[src/logic/uart_pkg.sv]
package uart_pkg;

    // ##############################
    // payload types
    // ##############################

    typedef logic [7:0] byte_t;

    // one received frame as it leaves the receiver.
    typedef struct packed {
        logic  frame_err; // stop bit was sampled low.
        byte_t data;
    } rx_frame_t;

    // ##############################
    // oversampling
    // ##############################

    localparam int OVERSAMPLE = 16;             // ticks per bit.
    localparam int HALF_BIT   = OVERSAMPLE / 2; // ticks to middle of start bit.
    localparam int DATA_BITS  = $bits(byte_t);

    // tick count within one bit, 0 .. OVERSAMPLE-1.
    typedef logic [$clog2(OVERSAMPLE)-1:0] tick_cnt_t;

    // bit index within the data field, 0 .. DATA_BITS-1.
    typedef logic [$clog2(DATA_BITS)-1:0] bit_cnt_t;

endpackage

[src/logic/baud_tick_gen.sv]
`timescale 1ns/1ps

module baud_tick_gen #(
    parameter int CLKS_PER_TICK = 27
) (
    input  logic clk,
    input  logic rst,
    output logic tick
);

    // counter must hold CLKS_PER_TICK-1, and at least one bit.
    localparam int CNT_W = (CLKS_PER_TICK > 1) ? $clog2(CLKS_PER_TICK) : 1;
    localparam logic [CNT_W-1:0] RELOAD = CNT_W'(CLKS_PER_TICK - 1);

    logic [CNT_W-1:0] cnt;

    // count down, tick on the cycle the counter reloads.
    always_ff @(posedge clk or posedge rst) begin
        if (rst) begin
            cnt  <= RELOAD;
            tick <= 1'b0;
        end else begin
            if (cnt == '0) begin
                cnt  <= RELOAD;
                tick <= 1'b1;
            end else begin
                cnt  <= cnt - 1'b1;
                tick <= 1'b0;
            end
        end
    end

endmodule

[src/logic/uart_fifo.sv]
`timescale 1ns/1ps

module uart_fifo #(
    parameter int  FIFO_DEPTH = 4,
    parameter type payload_t  = logic [7:0]
) (
    input  logic     clk,
    input  logic     rst,
    input  logic     wr_en,
    input  payload_t wr_data,
    input  logic     rd_en,
    output payload_t rd_data,
    output logic     empty,
    output logic     full,
    output logic     overflow
);

    // depth is a power of two, so the pointers wrap by themselves.
    localparam int PTR_W = $clog2(FIFO_DEPTH);

    payload_t           mem [FIFO_DEPTH];
    logic [PTR_W-1:0]   wr_ptr;
    logic [PTR_W-1:0]   rd_ptr;
    logic [PTR_W:0]     count;
    logic               do_wr;
    logic               do_rd;

    assign empty    = (count == '0);
    assign full     = (count == (PTR_W + 1)'(FIFO_DEPTH));
    assign do_wr    = wr_en && !full;
    assign do_rd    = rd_en && !empty;
    assign overflow = wr_en && full;    // write dropped.
    assign rd_data  = mem[rd_ptr];      // head shown without a read.

    always_ff @(posedge clk or posedge rst) begin
        if (rst) begin
            wr_ptr <= '0;
            rd_ptr <= '0;
            count  <= '0;
        end else begin
            if (do_wr) begin
                wr_ptr <= wr_ptr + 1'b1;
            end
            if (do_rd) begin
                rd_ptr <= rd_ptr + 1'b1;
            end
            case ({do_wr, do_rd})
                2'b10:   count <= count + 1'b1;
                2'b01:   count <= count - 1'b1;
                default: count <= count;
            endcase
        end
    end

    // storage.
    always_ff @(posedge clk) begin
        if (do_wr) begin
            mem[wr_ptr] <= wr_data;
        end
    end

endmodule

[src/logic/uart_rx.sv]
`timescale 1ns/1ps

module uart_rx (
    input  logic                 clk,
    input  logic                 rst,
    input  logic                 rx,
    input  logic                 tick,
    output uart_pkg::rx_frame_t  rx_frame,
    output logic                 rx_valid
);

    typedef enum logic [1:0] {
        st_idle,
        st_start,
        st_data,
        st_stop
    } state_t;

    localparam uart_pkg::tick_cnt_t MID_START = uart_pkg::tick_cnt_t'(uart_pkg::HALF_BIT - 1);
    localparam uart_pkg::tick_cnt_t LAST_TICK = uart_pkg::tick_cnt_t'(uart_pkg::OVERSAMPLE - 1);
    localparam uart_pkg::bit_cnt_t  LAST_BIT  = uart_pkg::bit_cnt_t'(uart_pkg::DATA_BITS - 1);

    state_t               state;
    uart_pkg::tick_cnt_t  tick_cnt;
    uart_pkg::bit_cnt_t   bit_cnt;
    uart_pkg::byte_t      shift;
    logic                 rx_meta;
    logic                 rx_sync;
    logic                 rx_last;

    // ##############################
    // input synchronizer
    // ##############################

    // the line idles high, so the flops come out of reset high.
    always_ff @(posedge clk or posedge rst) begin
        if (rst) begin
            rx_meta <= 1'b1;
            rx_sync <= 1'b1;
            rx_last <= 1'b1;
        end else begin
            rx_meta <= rx;
            rx_sync <= rx_meta;
            rx_last <= rx_sync;
        end
    end

    // ##############################
    // receive FSM
    // ##############################

    always_ff @(posedge clk or posedge rst) begin
        if (rst) begin
            state    <= st_idle;
            tick_cnt <= '0;
            bit_cnt  <= '0;
            rx_valid <= 1'b0;
        end else begin
            rx_valid <= 1'b0;
            case (state)
                st_idle: begin
                    // a falling edge only, so a line still low after a bad
                    // stop bit does not open another frame.
                    if (rx_last && !rx_sync) begin
                        state    <= st_start;
                        tick_cnt <= '0;
                    end
                end
                st_start: begin
                    if (tick) begin
                        if (tick_cnt == MID_START) begin
                            tick_cnt <= '0;
                            bit_cnt  <= '0;
                            state    <= rx_sync ? st_idle : st_data; // false start.
                        end else begin
                            tick_cnt <= tick_cnt + 1'b1;
                        end
                    end
                end
                st_data: begin
                    if (tick) begin
                        if (tick_cnt == LAST_TICK) begin
                            tick_cnt <= '0;
                            if (bit_cnt == LAST_BIT) begin
                                state <= st_stop;
                            end else begin
                                bit_cnt <= bit_cnt + 1'b1;
                            end
                        end else begin
                            tick_cnt <= tick_cnt + 1'b1;
                        end
                    end
                end
                st_stop: begin
                    if (tick) begin
                        if (tick_cnt == LAST_TICK) begin
                            rx_valid <= 1'b1; // delivered even on a framing error.
                            state    <= st_idle;
                        end else begin
                            tick_cnt <= tick_cnt + 1'b1;
                        end
                    end
                end
                default: state <= st_idle;
            endcase
        end
    end

    // data path, LSB arrives first so bits enter at the top.
    always_ff @(posedge clk) begin
        if (state == st_data && tick && tick_cnt == LAST_TICK) begin
            shift <= {rx_sync, shift[7:1]};
        end
        if (state == st_stop && tick && tick_cnt == LAST_TICK) begin
            rx_frame.data      <= shift;
            rx_frame.frame_err <= !rx_sync;
        end
    end

endmodule

[src/logic/uart_top.sv]
`timescale 1ns/1ps

module uart_top #(
    parameter int CLKS_PER_TICK = 27,
    parameter int FIFO_DEPTH    = 4
) (
    input  logic                 clk,
    input  logic                 rst,
    input  logic                 rx,
    output logic                 tx,
    input  uart_pkg::byte_t      tx_data,
    input  logic                 tx_wr,
    output logic                 tx_full,
    output logic                 tx_busy,
    output uart_pkg::rx_frame_t  rx_frame,
    input  logic                 rx_rd,
    output logic                 rx_empty,
    output logic                 rx_overrun
);

    logic                 tick;
    uart_pkg::rx_frame_t  rx_word;
    logic                 rx_valid;
    uart_pkg::byte_t      tx_head;
    logic                 tx_empty;
    logic                 tx_rd;

    // ##############################
    // bit rate
    // ##############################

    baud_tick_gen #(
        .CLKS_PER_TICK (CLKS_PER_TICK)
    ) baud0 (
        .clk  (clk),
        .rst  (rst),
        .tick (tick)
    );

    // ##############################
    // receive path
    // ##############################

    uart_rx rx0 (
        .clk      (clk),
        .rst      (rst),
        .rx       (rx),
        .tick     (tick),
        .rx_frame (rx_word),
        .rx_valid (rx_valid)
    );

    uart_fifo #(
        .FIFO_DEPTH (FIFO_DEPTH),
        .payload_t  (uart_pkg::rx_frame_t)
    ) rx_fifo0 (
        .clk      (clk),
        .rst      (rst),
        .wr_en    (rx_valid),
        .wr_data  (rx_word),
        .rd_en    (rx_rd),
        .rd_data  (rx_frame),
        .empty    (rx_empty),
        .full     (),
        .overflow (rx_overrun)      // frame lost.
    );

    // ##############################
    // transmit path
    // ##############################

    uart_fifo #(
        .FIFO_DEPTH (FIFO_DEPTH),
        .payload_t  (uart_pkg::byte_t)
    ) tx_fifo0 (
        .clk      (clk),
        .rst      (rst),
        .wr_en    (tx_wr),
        .wr_data  (tx_data),
        .rd_en    (tx_rd),
        .rd_data  (tx_head),
        .empty    (tx_empty),
        .full     (tx_full),
        .overflow ()                // user watches tx_full instead.
    );

    uart_tx tx0 (
        .clk      (clk),
        .rst      (rst),
        .tick     (tick),
        .tx_data  (tx_head),
        .tx_empty (tx_empty),
        .tx_rd    (tx_rd),
        .tx       (tx),
        .tx_busy  (tx_busy)
    );

endmodule

[src/logic/uart_tx.sv]
`timescale 1ns/1ps

module uart_tx (
    input  logic             clk,
    input  logic             rst,
    input  logic             tick,
    input  uart_pkg::byte_t  tx_data,
    input  logic             tx_empty,
    output logic             tx_rd,
    output logic             tx,
    output logic             tx_busy
);

    typedef enum logic [1:0] {
        st_idle,
        st_start,
        st_data,
        st_stop
    } state_t;

    localparam uart_pkg::tick_cnt_t LAST_TICK = uart_pkg::tick_cnt_t'(uart_pkg::OVERSAMPLE - 1);
    localparam uart_pkg::bit_cnt_t  LAST_BIT  = uart_pkg::bit_cnt_t'(uart_pkg::DATA_BITS - 1);

    state_t               state;
    uart_pkg::tick_cnt_t  tick_cnt;
    uart_pkg::bit_cnt_t   bit_cnt;
    uart_pkg::byte_t      shift;

    // pop the FIFO head as soon as we are idle and it holds a byte.
    assign tx_rd   = (state == st_idle) && !tx_empty;
    assign tx_busy = (state != st_idle) || tx_rd;

    always_ff @(posedge clk or posedge rst) begin
        if (rst) begin
            state    <= st_idle;
            tick_cnt <= '0;
            bit_cnt  <= '0;
            tx       <= 1'b1;
        end else begin
            case (state)
                st_idle: begin
                    tx <= 1'b1;
                    if (tx_rd) begin
                        state    <= st_start;
                        tick_cnt <= '0;
                        tx       <= 1'b0; // start bit.
                    end
                end
                st_start: begin
                    if (tick) begin
                        if (tick_cnt == LAST_TICK) begin
                            tick_cnt <= '0;
                            bit_cnt  <= '0;
                            tx       <= shift[0];
                            state    <= st_data;
                        end else begin
                            tick_cnt <= tick_cnt + 1'b1;
                        end
                    end
                end
                st_data: begin
                    if (tick) begin
                        if (tick_cnt == LAST_TICK) begin
                            tick_cnt <= '0;
                            if (bit_cnt == LAST_BIT) begin
                                tx    <= 1'b1; // stop bit.
                                state <= st_stop;
                            end else begin
                                tx      <= shift[1];
                                bit_cnt <= bit_cnt + 1'b1;
                            end
                        end else begin
                            tick_cnt <= tick_cnt + 1'b1;
                        end
                    end
                end
                st_stop: begin
                    if (tick) begin
                        if (tick_cnt == LAST_TICK) begin
                            state <= st_idle;
                        end else begin
                            tick_cnt <= tick_cnt + 1'b1;
                        end
                    end
                end
                default: state <= st_idle;
            endcase
        end
    end

    // shift register, loaded on the pop and moved right per data bit.
    always_ff @(posedge clk) begin
        if (tx_rd) begin
            shift <= tx_data;
        end else if (state == st_data && tick && tick_cnt == LAST_TICK) begin
            shift <= {1'b1, shift[7:1]};
        end
    end

endmodule

[config.mk]
export PLATFORM = sky130hd
export DESIGN_NAME = uart_top
export DESIGN_NICKNAME = d
export VERILOG_FILES = /design/src/logic/uart_pkg.sv /design/src/logic/baud_tick_gen.sv /design/src/logic/uart_fifo.sv /design/src/logic/uart_rx.sv /design/src/logic/uart_top.sv /design/src/logic/uart_tx.sv
export SDC_FILE = /design/constraint.sdc
export NUM_CORES = 1
export LEC_CHECK = 0
export CORE_UTILIZATION = 40
export CTS_CLUSTER_SIZE = 16
export DETAILED_ROUTE_END_ITERATION = 7
export DONT_BUFFER_PORTS = 1
export GPL_TIMING_DRIVEN = 0
export HOLD_SLACK_MARGIN = 0.12
export RECOVER_POWER = 25
export SLEW_MARGIN = 40
export SYNTH_ARGS = -nofsm -noshare
export SYNTH_HDL_FRONTEND = slang
export SYNTH_SLANG_ARGS = --single-unit
export TNS_END_PERCENT = 5
[constraint.sdc]
create_clock -name clk -period 1.9 [get_ports clk]
set_input_delay 0.38 -clock clk [delete_from_list [all_inputs] [get_ports clk]]
set_output_delay 0.38 -clock clk [all_outputs]
set_load 0.03 [all_outputs]
# Word level (Yosys, flattened, before mapping)
# Memories as Yosys holds them, arrays and structs flattened.
# Index checks and enable logic that the tools add are counted.
[classes] reduce_logical=39 n_addsub=13 n_mux=65 eq_ne=38
[op_table] cell="$mux W4" n=12
[op_table] cell="$mux W2" n=17
[op_table] cell="$mux W3" n=10
[op_table] cell="$pmux W3 S2" n=4
[op_table] cell="$ne A2 B1 Y1 const B" n=11
[op_table] cell="$ne A2 B2 Y1 const B" n=10
[op_table] cell="$mux W8" n=2
[op_table] cell="$pmux W2 S4" n=2
[op_table] cell="$pmux W4 S4" n=1
[op_table] cell="$reduce_and A8 Y1" n=2
[op_table] cell="$mux W1" n=14
[op_table] cell="$logic_and A1 B1 Y1" n=13
[op_table] cell="$add A3 B1 Y3 const B" n=4
[op_table] cell="$eq A2 B2 Y1 const B" n=6
[op_table] cell="$eq A3 B3 Y1 const B" n=4
[op_table] cell="$pmux W4 S3" n=1
[op_table] cell="$reduce_and A6 Y1" n=2
[op_table] cell="$reduce_bool A2 Y1" n=6
[op_table] cell="$reduce_and A5 Y1" n=2
[op_table] cell="$add A2 B1 Y2 const B" n=4
[op_table] cell="$add A4 B1 Y4 const B" n=2
[op_table] cell="$eq A2 B1 Y1 const B" n=4
[op_table] cell="$eq A4 B4 Y1 const B" n=2
[op_table] cell="$logic_not A3 Y1" n=2
[op_table] cell="12 further kinds" n=18
[word_totals] ramBits=68 n_memories=2 regBits=68
[mem_list] memory="rx_fifo0.mem" depth=4 width=9 read_ports=1 rd_ports_with_merged_regs=0 wr=1 line_no="uart_fifo.sv:21" rtl="payload_t mem [FIFO_DEPTH];"
[mem_list] memory="tx_fifo0.mem" depth=4 width=8 read_ports=1 rd_ports_with_merged_regs=0 wr=1 line_no="uart_fifo.sv:21"

# Depth between registers and ports, before layout
[logic_depth] word_depth=6 depth_mapped=10 depth_no_buf=10

# By module
# From an unflattened synthesis, not the netlist that was laid out.
[unflattened] cells_unflattened=367 hier_area_um2=5888.1
[by_module_without_submodules] module="uart_fifo (rx_fifo0)" area_per_inst_um2=1745.4 cells_per_inst=86 instances=1
[by_module_without_submodules] module="uart_fifo (tx_fifo0)" area_per_inst_um2=1599.0 cells_per_inst=81 instances=1
[by_module_without_submodules] module="uart_rx" area_per_inst_um2=1211.2 cells_per_inst=85 instances=1
[by_module_without_submodules] module="uart_tx" area_per_inst_um2=1064.8 cells_per_inst=91 instances=1
[by_module_without_submodules] module="baud_tick_gen" area_per_inst_um2=267.8 cells_per_inst=24 instances=1

# Worst setup path after synthesis
# No wires, ideal clock.
[synth_path] path_kind="register -> register" start="register rx_fifo0.count[1]" end="register rx_fifo0.count[1]" stages_incl_launch_ff=7 setup_ns=0.083 n_path_buf=0 arrival_time_ns=2.199 path_slack_ns=-0.382 required_time_ns=1.817 path_cell_list="dfrtp_1 -> nor3_1 -> nor2b_1 -> ha_1 -> inv_1 -> fa_1 -> o21ai_0"
[synth_via] elab_chain_len=5
[synth_rtl] item="start: declaration" line_no="uart_fifo.sv:24" rtl="logic [PTR_W:0] count;"
[synth_rtl] item="start signal: assignment" line_no="uart_fifo.sv:48" rtl="2'b10: count <= count + 1'b1;"
[synth_rtl] item="start signal: assignment" line_no="uart_fifo.sv:49" rtl="2'b01: count <= count - 1'b1;"
[synth_rtl] item="start signal: assignment" line_no="uart_fifo.sv:50" rtl="default: count <= count;"
[synth_rtl] item="$logic_not A3 Y1 *" line_no="uart_fifo.sv:28" rtl="assign empty = (count == '0);"
[synth_rtl] item="via rx_empty" line_no="uart_top.sv:17" rtl="output logic rx_empty,"
[synth_rtl] item="$logic_not A1 Y1 *" line_no="uart_fifo.sv:31" rtl="assign do_rd = rd_en && !empty;"
[synth_rtl] item="$logic_and A1 B1 Y1 *" line_no="uart_fifo.sv:31"
[synth_rtl] item="via rx_fifo0.do_rd" line_no="uart_fifo.sv:26" rtl="logic do_rd;"
[synth_rtl] item="$eq A2 B1 Y1 / $eq A2 B2 Y1 (equally long branches)" line_no="uart_fifo.sv:47" rtl="case ({do_wr, do_rd})"
[synth_rtl] item="$pmux W3 S2 / $reduce_bool A2 Y1 (equally long branches)"
# The timed path passes the listed nets; every way through them passes the cells marked *.
# A chain may end at the register's enable or synchronous reset.

# Worst setup path in the final report
[layout_path] start="register tx0.state[1]" end="output port tx_busy"
[layout_via] elab_chain_len=3
[layout_rtl] item="start: declaration" line_no="uart_tx.sv:24" rtl="state_t state;"
[layout_rtl] item="start signal: assignment" line_no="uart_tx.sv:35" rtl="state <= st_idle;"
[layout_rtl] item="start signal: assignment" line_no="uart_tx.sv:44" rtl="state <= st_start;"
[layout_rtl] item="start signal: assignment" line_no="uart_tx.sv:55" rtl="state <= st_data;"
[layout_rtl] item="$logic_not A2 Y1" line_no="uart_tx.sv:30" rtl="assign tx_rd = (state == st_idle) && !tx_empty;"
[layout_rtl] item="$logic_and A1 B1 Y1" line_no="uart_tx.sv:30"
[layout_rtl] item="$logic_or A1 B1 Y1 *" line_no="uart_tx.sv:31" rtl="assign tx_busy = (state != st_idle) || tx_rd;"
[layout_rtl] item="end: declaration" line_no="uart_top.sv:14" rtl="output logic tx_busy,"
# Mark *: on every way between the ends. The rest lies on a longest branch, timed or not.

==> impl_metrics.ini <==
[logic_synthesis]
yosys_warnings = 0
synth_top_cell_area_share_pct = 49.1
synth.area.top_cells = edfxtp_1, dfrtp_1, mux4_2
netlist_area_sq_mm = 0.00569
postSynthCellCount = 378
synth_ff_type = edfxtp_1
ys_seq_area_share_pct = 68.1
ys_async_sr_fraction_pct = 31.6
synth_edf_count = 93
synth_top_cell_by_area = edfxtp_1
synth-seq-cells = 136
avgSynthCellArea_sq_um = 15.1
synth_cell_types = 49
synthesis.nets = 415

[global_routing]
grt_start_max_net_pins = 29
grt_pass1_vias = 3083
grt_antenna_before_repair = 0
overflow = 0
grt_first_pass_wirelength_mm = 14.8
grt.total_usage_pct = 13.4

[timing]
fin_crit_ps = 2020
hold_slack_ps = 241
slew_headroom_pct = 47.4
setup_violations = 12
worst_pin_slew_ps = 785
clock_skew_ps = 6.78
fin_crit_sh_pct = 106
setup_ws_ps = -115
hold_viol = 0
fmax_mhz = 496
tns_ps = -617
slew_viol_final = 0
rsz0062_at_grt = true

[status]
status = finished, violations left
failed_checks = setup timing

[detailed_routing]
drt-pass1-iter-count = 4
drt-initial-drc-count = 166
drcViolationCount = 0
post_drt_wl_per_cell_um = 14.4
antenna_left = 0
vias = 3043
wl_mm = 8.76
vias_per_cell = 5.00

[place]
gp_congestion = 0.735
dp_hpwl_mm = 5.75
io_buffers = 0

[cts]
cts_sinks = 136
cts_tree = yes
path_clk_slew_ps = 60
cts_root_buf = clkbuf_16
cts_max_level = 4
clockBufferDepth = 2
cts_made_buffers = 17
clk_latency_ps = 420

[critical_path]
crit_required_ps = 1520
rrSetupSlack_ps = -40
cp.arrival_ps = 1640
critical_path_class = flip-flop to output pin
cp-start-kind = flip-flop
crit_path_end_kind = output pin
cp_max_fo = 5

[worst_hold_path]
hold_class = primary input to flip-flop

[floorplan]
fp-row-count = 43
die_h_um = 121
start_util_pct = 41.0
io_pins = 27
core_area_sq_mm = 0.0139
die-area_sq_mm = 0.0147
die_w_um = 121

[pwr]
ir_worst_vdd_v = 0.00112
leakage_nw = 2.60
p_per_area_mw_per_mm2 = 1430

[final_layout]
antennaDiodeCount = 0
multiInputGateArea_sq_mm = 0.00178
nets = 453
drive_gt1_share_pct = 24.0
fillers = 1208
area_growth_pct = 19.9
seq_area_sq_mm = 0.00388

[flow_run]
drv_cap = 0
==> registers in the layout, indices dropped and copies added (netlist names), 3 cells and up, named ones only <==
register and flops:
rx0.shift 8, rx0.rx_frame 9, tx_fifo0.mem 32, rx0.bit_cnt 3
rx_fifo0.count 3, tx0.tick_cnt 4, rx_fifo0.mem 36, tx_fifo0.count 3
tx0.shift 8, tx0.bit_cnt 3, baud0.cnt 5, rx0.tick_cnt 4
==> critical path, cell delays in order (launching register included) <==
cell,delay (ps)
dfrtp_1,390
inv_2,80
ha_4,130
or4b_4,460
buf_8,160
==> cell usage after synthesis, types with 2 or more instances <==
master / number
edfxtp_1: 93
nand3_1: 6
nor2b_1: 3
clkbuf_1: 5
fa_1: 2
nand2b_1: 6
o21ai_0: 15
ha_1: 22
o21a_1: 2
inv_1: 27
nand2_1: 41
and2_1: 8
xor2_1: 5
mux2i_1: 6
mux4_2: 17
a21oi_1: 8
xnor2_1: 9
nor2_1: 14
buf_2: 4
a211o_1: 2
o22ai_1: 2
and3_1: 2
o31ai_1: 2
mux2_2: 3
nor3_1: 7
dfrtp_1: 36
dfstp_2: 7
o221ai_1: 2
or2_2: 2
==> cell type report <==
cell class              instances  share of cell area [%]
plain buffers                   8                   0.844
clock buffers                  17                    6.24
clock inverters                15                    2.26
inverters                      28                    1.58
multi-input cells             205                    26.1
flip-flops and latches        136                    56.9
well taps                     180                    3.30
repair buffers                 20                    2.75
==> what timing repair did <==
action | 4_1_cts | 5_1_grt
setup endpoints to repair | 75 | 29
setup buffers | 8 | 1
hold endpoints to repair | 71 | 0
gates resized for setup | 27 | 10
hold buffers | 10 | 0
pin swaps | 4 | 3
==> metal layers <==
metal	GRT usage (%)	part of all wire (%)	vias up
li1	-	-	1456
met1	15.8	44	1519
met2	21.7	50	55
met3	5.55	4.6	13
met4	5.56	1.4	0
met5	0	0	-
==> per-stage QoR <==
stage	worst slack [ps]	power (mW)	instance area [sq um]	cells	utilization (%)
after detailed placement	-278	6.36	5970	559	43.0
after CTS	-129	9.84	6780	608	48.8
final	-115	9.79	6820	609	49.1
after floorplan	-64.1	5.90	5710	378	-
after global placement	-414	6.29	5930	558	42.7
after global routing	-175	10.3	6820	609	49.1
==> worst paths after layout <==
check                                              startpoint                        endpoint  cells past startpoint
worst max register to register  rx_fifo0.count[1]$_DFFE_PP0P_   rx_fifo0.count[1]$_DFFE_PP0P_                      6
min in group asynchronous                                 rst        rx0.state[0]$_DFFE_PP0P_                      2
max in group asynchronous                                 rst          baud0.cnt[1]$_DFF_PP1_                      3
worst max-delay path                 tx0.state[1]$_DFFE_PP0P_                         tx_busy                      4
worst min register to register          rx0.rx_meta$_DFF_PP1_           rx0.rx_sync$_DFF_PP1_                      0
worst min-delay path                                    rx_rd  rx_fifo0.rd_ptr[0]$_DFFE_PP0P_                      2
==> cell families (layout without fill, tap and decap cells) <==
| logic type | Yosys count | after routing | share of synthesized area (%) |
|---|---|---|---|
| xor+xnor | 14 | 14 | 2.15 |
| simple gates | 96 | 96 | 8.13 |
| buf+inv | 37 | 88 | 2.53 |
| compound gates | 45 | 45 | 5.14 |
| mux | 26 | 26 | 8.38 |
| flops | 136 | 136 | 68.1 |
| fa+ha+maj | 24 | 24 | 5.54 |
==> layout by cell type (no fill, tap or decap), types with 3 or more instances in the layout <==
| cell type | n |
|---|---|
| clkinv_4 | 4 |
| dfrtp_1 | 32 |
| edfxtp_1 | 93 |
| clkinvlp_4 | 3 |
| xnor2_1 | 9 |
| mux4_2 | 17 |
| a21oi_1 | 8 |
| nand2b_1 | 6 |
| nor3_1 | 3 |
| o21ai_0 | 15 |
| ha_1 | 19 |
| mux2_2 | 3 |
| mux2i_1 | 6 |
| clkbuf_16 | 17 |
| buf_4 | 9 |
| nand3_1 | 6 |
| inv_1 | 21 |
| dfstp_2 | 6 |
| nor2_1 | 13 |
| dfrtp_2 | 4 |
| dlygate4sd3_1 | 10 |
| inv_2 | 5 |
| nand2_1 | 41 |
| clkinv_2 | 4 |
| and2_1 | 8 |
| xor2_1 | 5 |
| nor3_4 | 3 |
==> power breakdown <==
part           leakage (nW)  switching [mW]  internal (mW)
sequential             1.36           0.302           3.68
clock                 0.277            1.23           1.93
combinational         0.963            1.45           1.20
(Power assumes the default switching activity.)
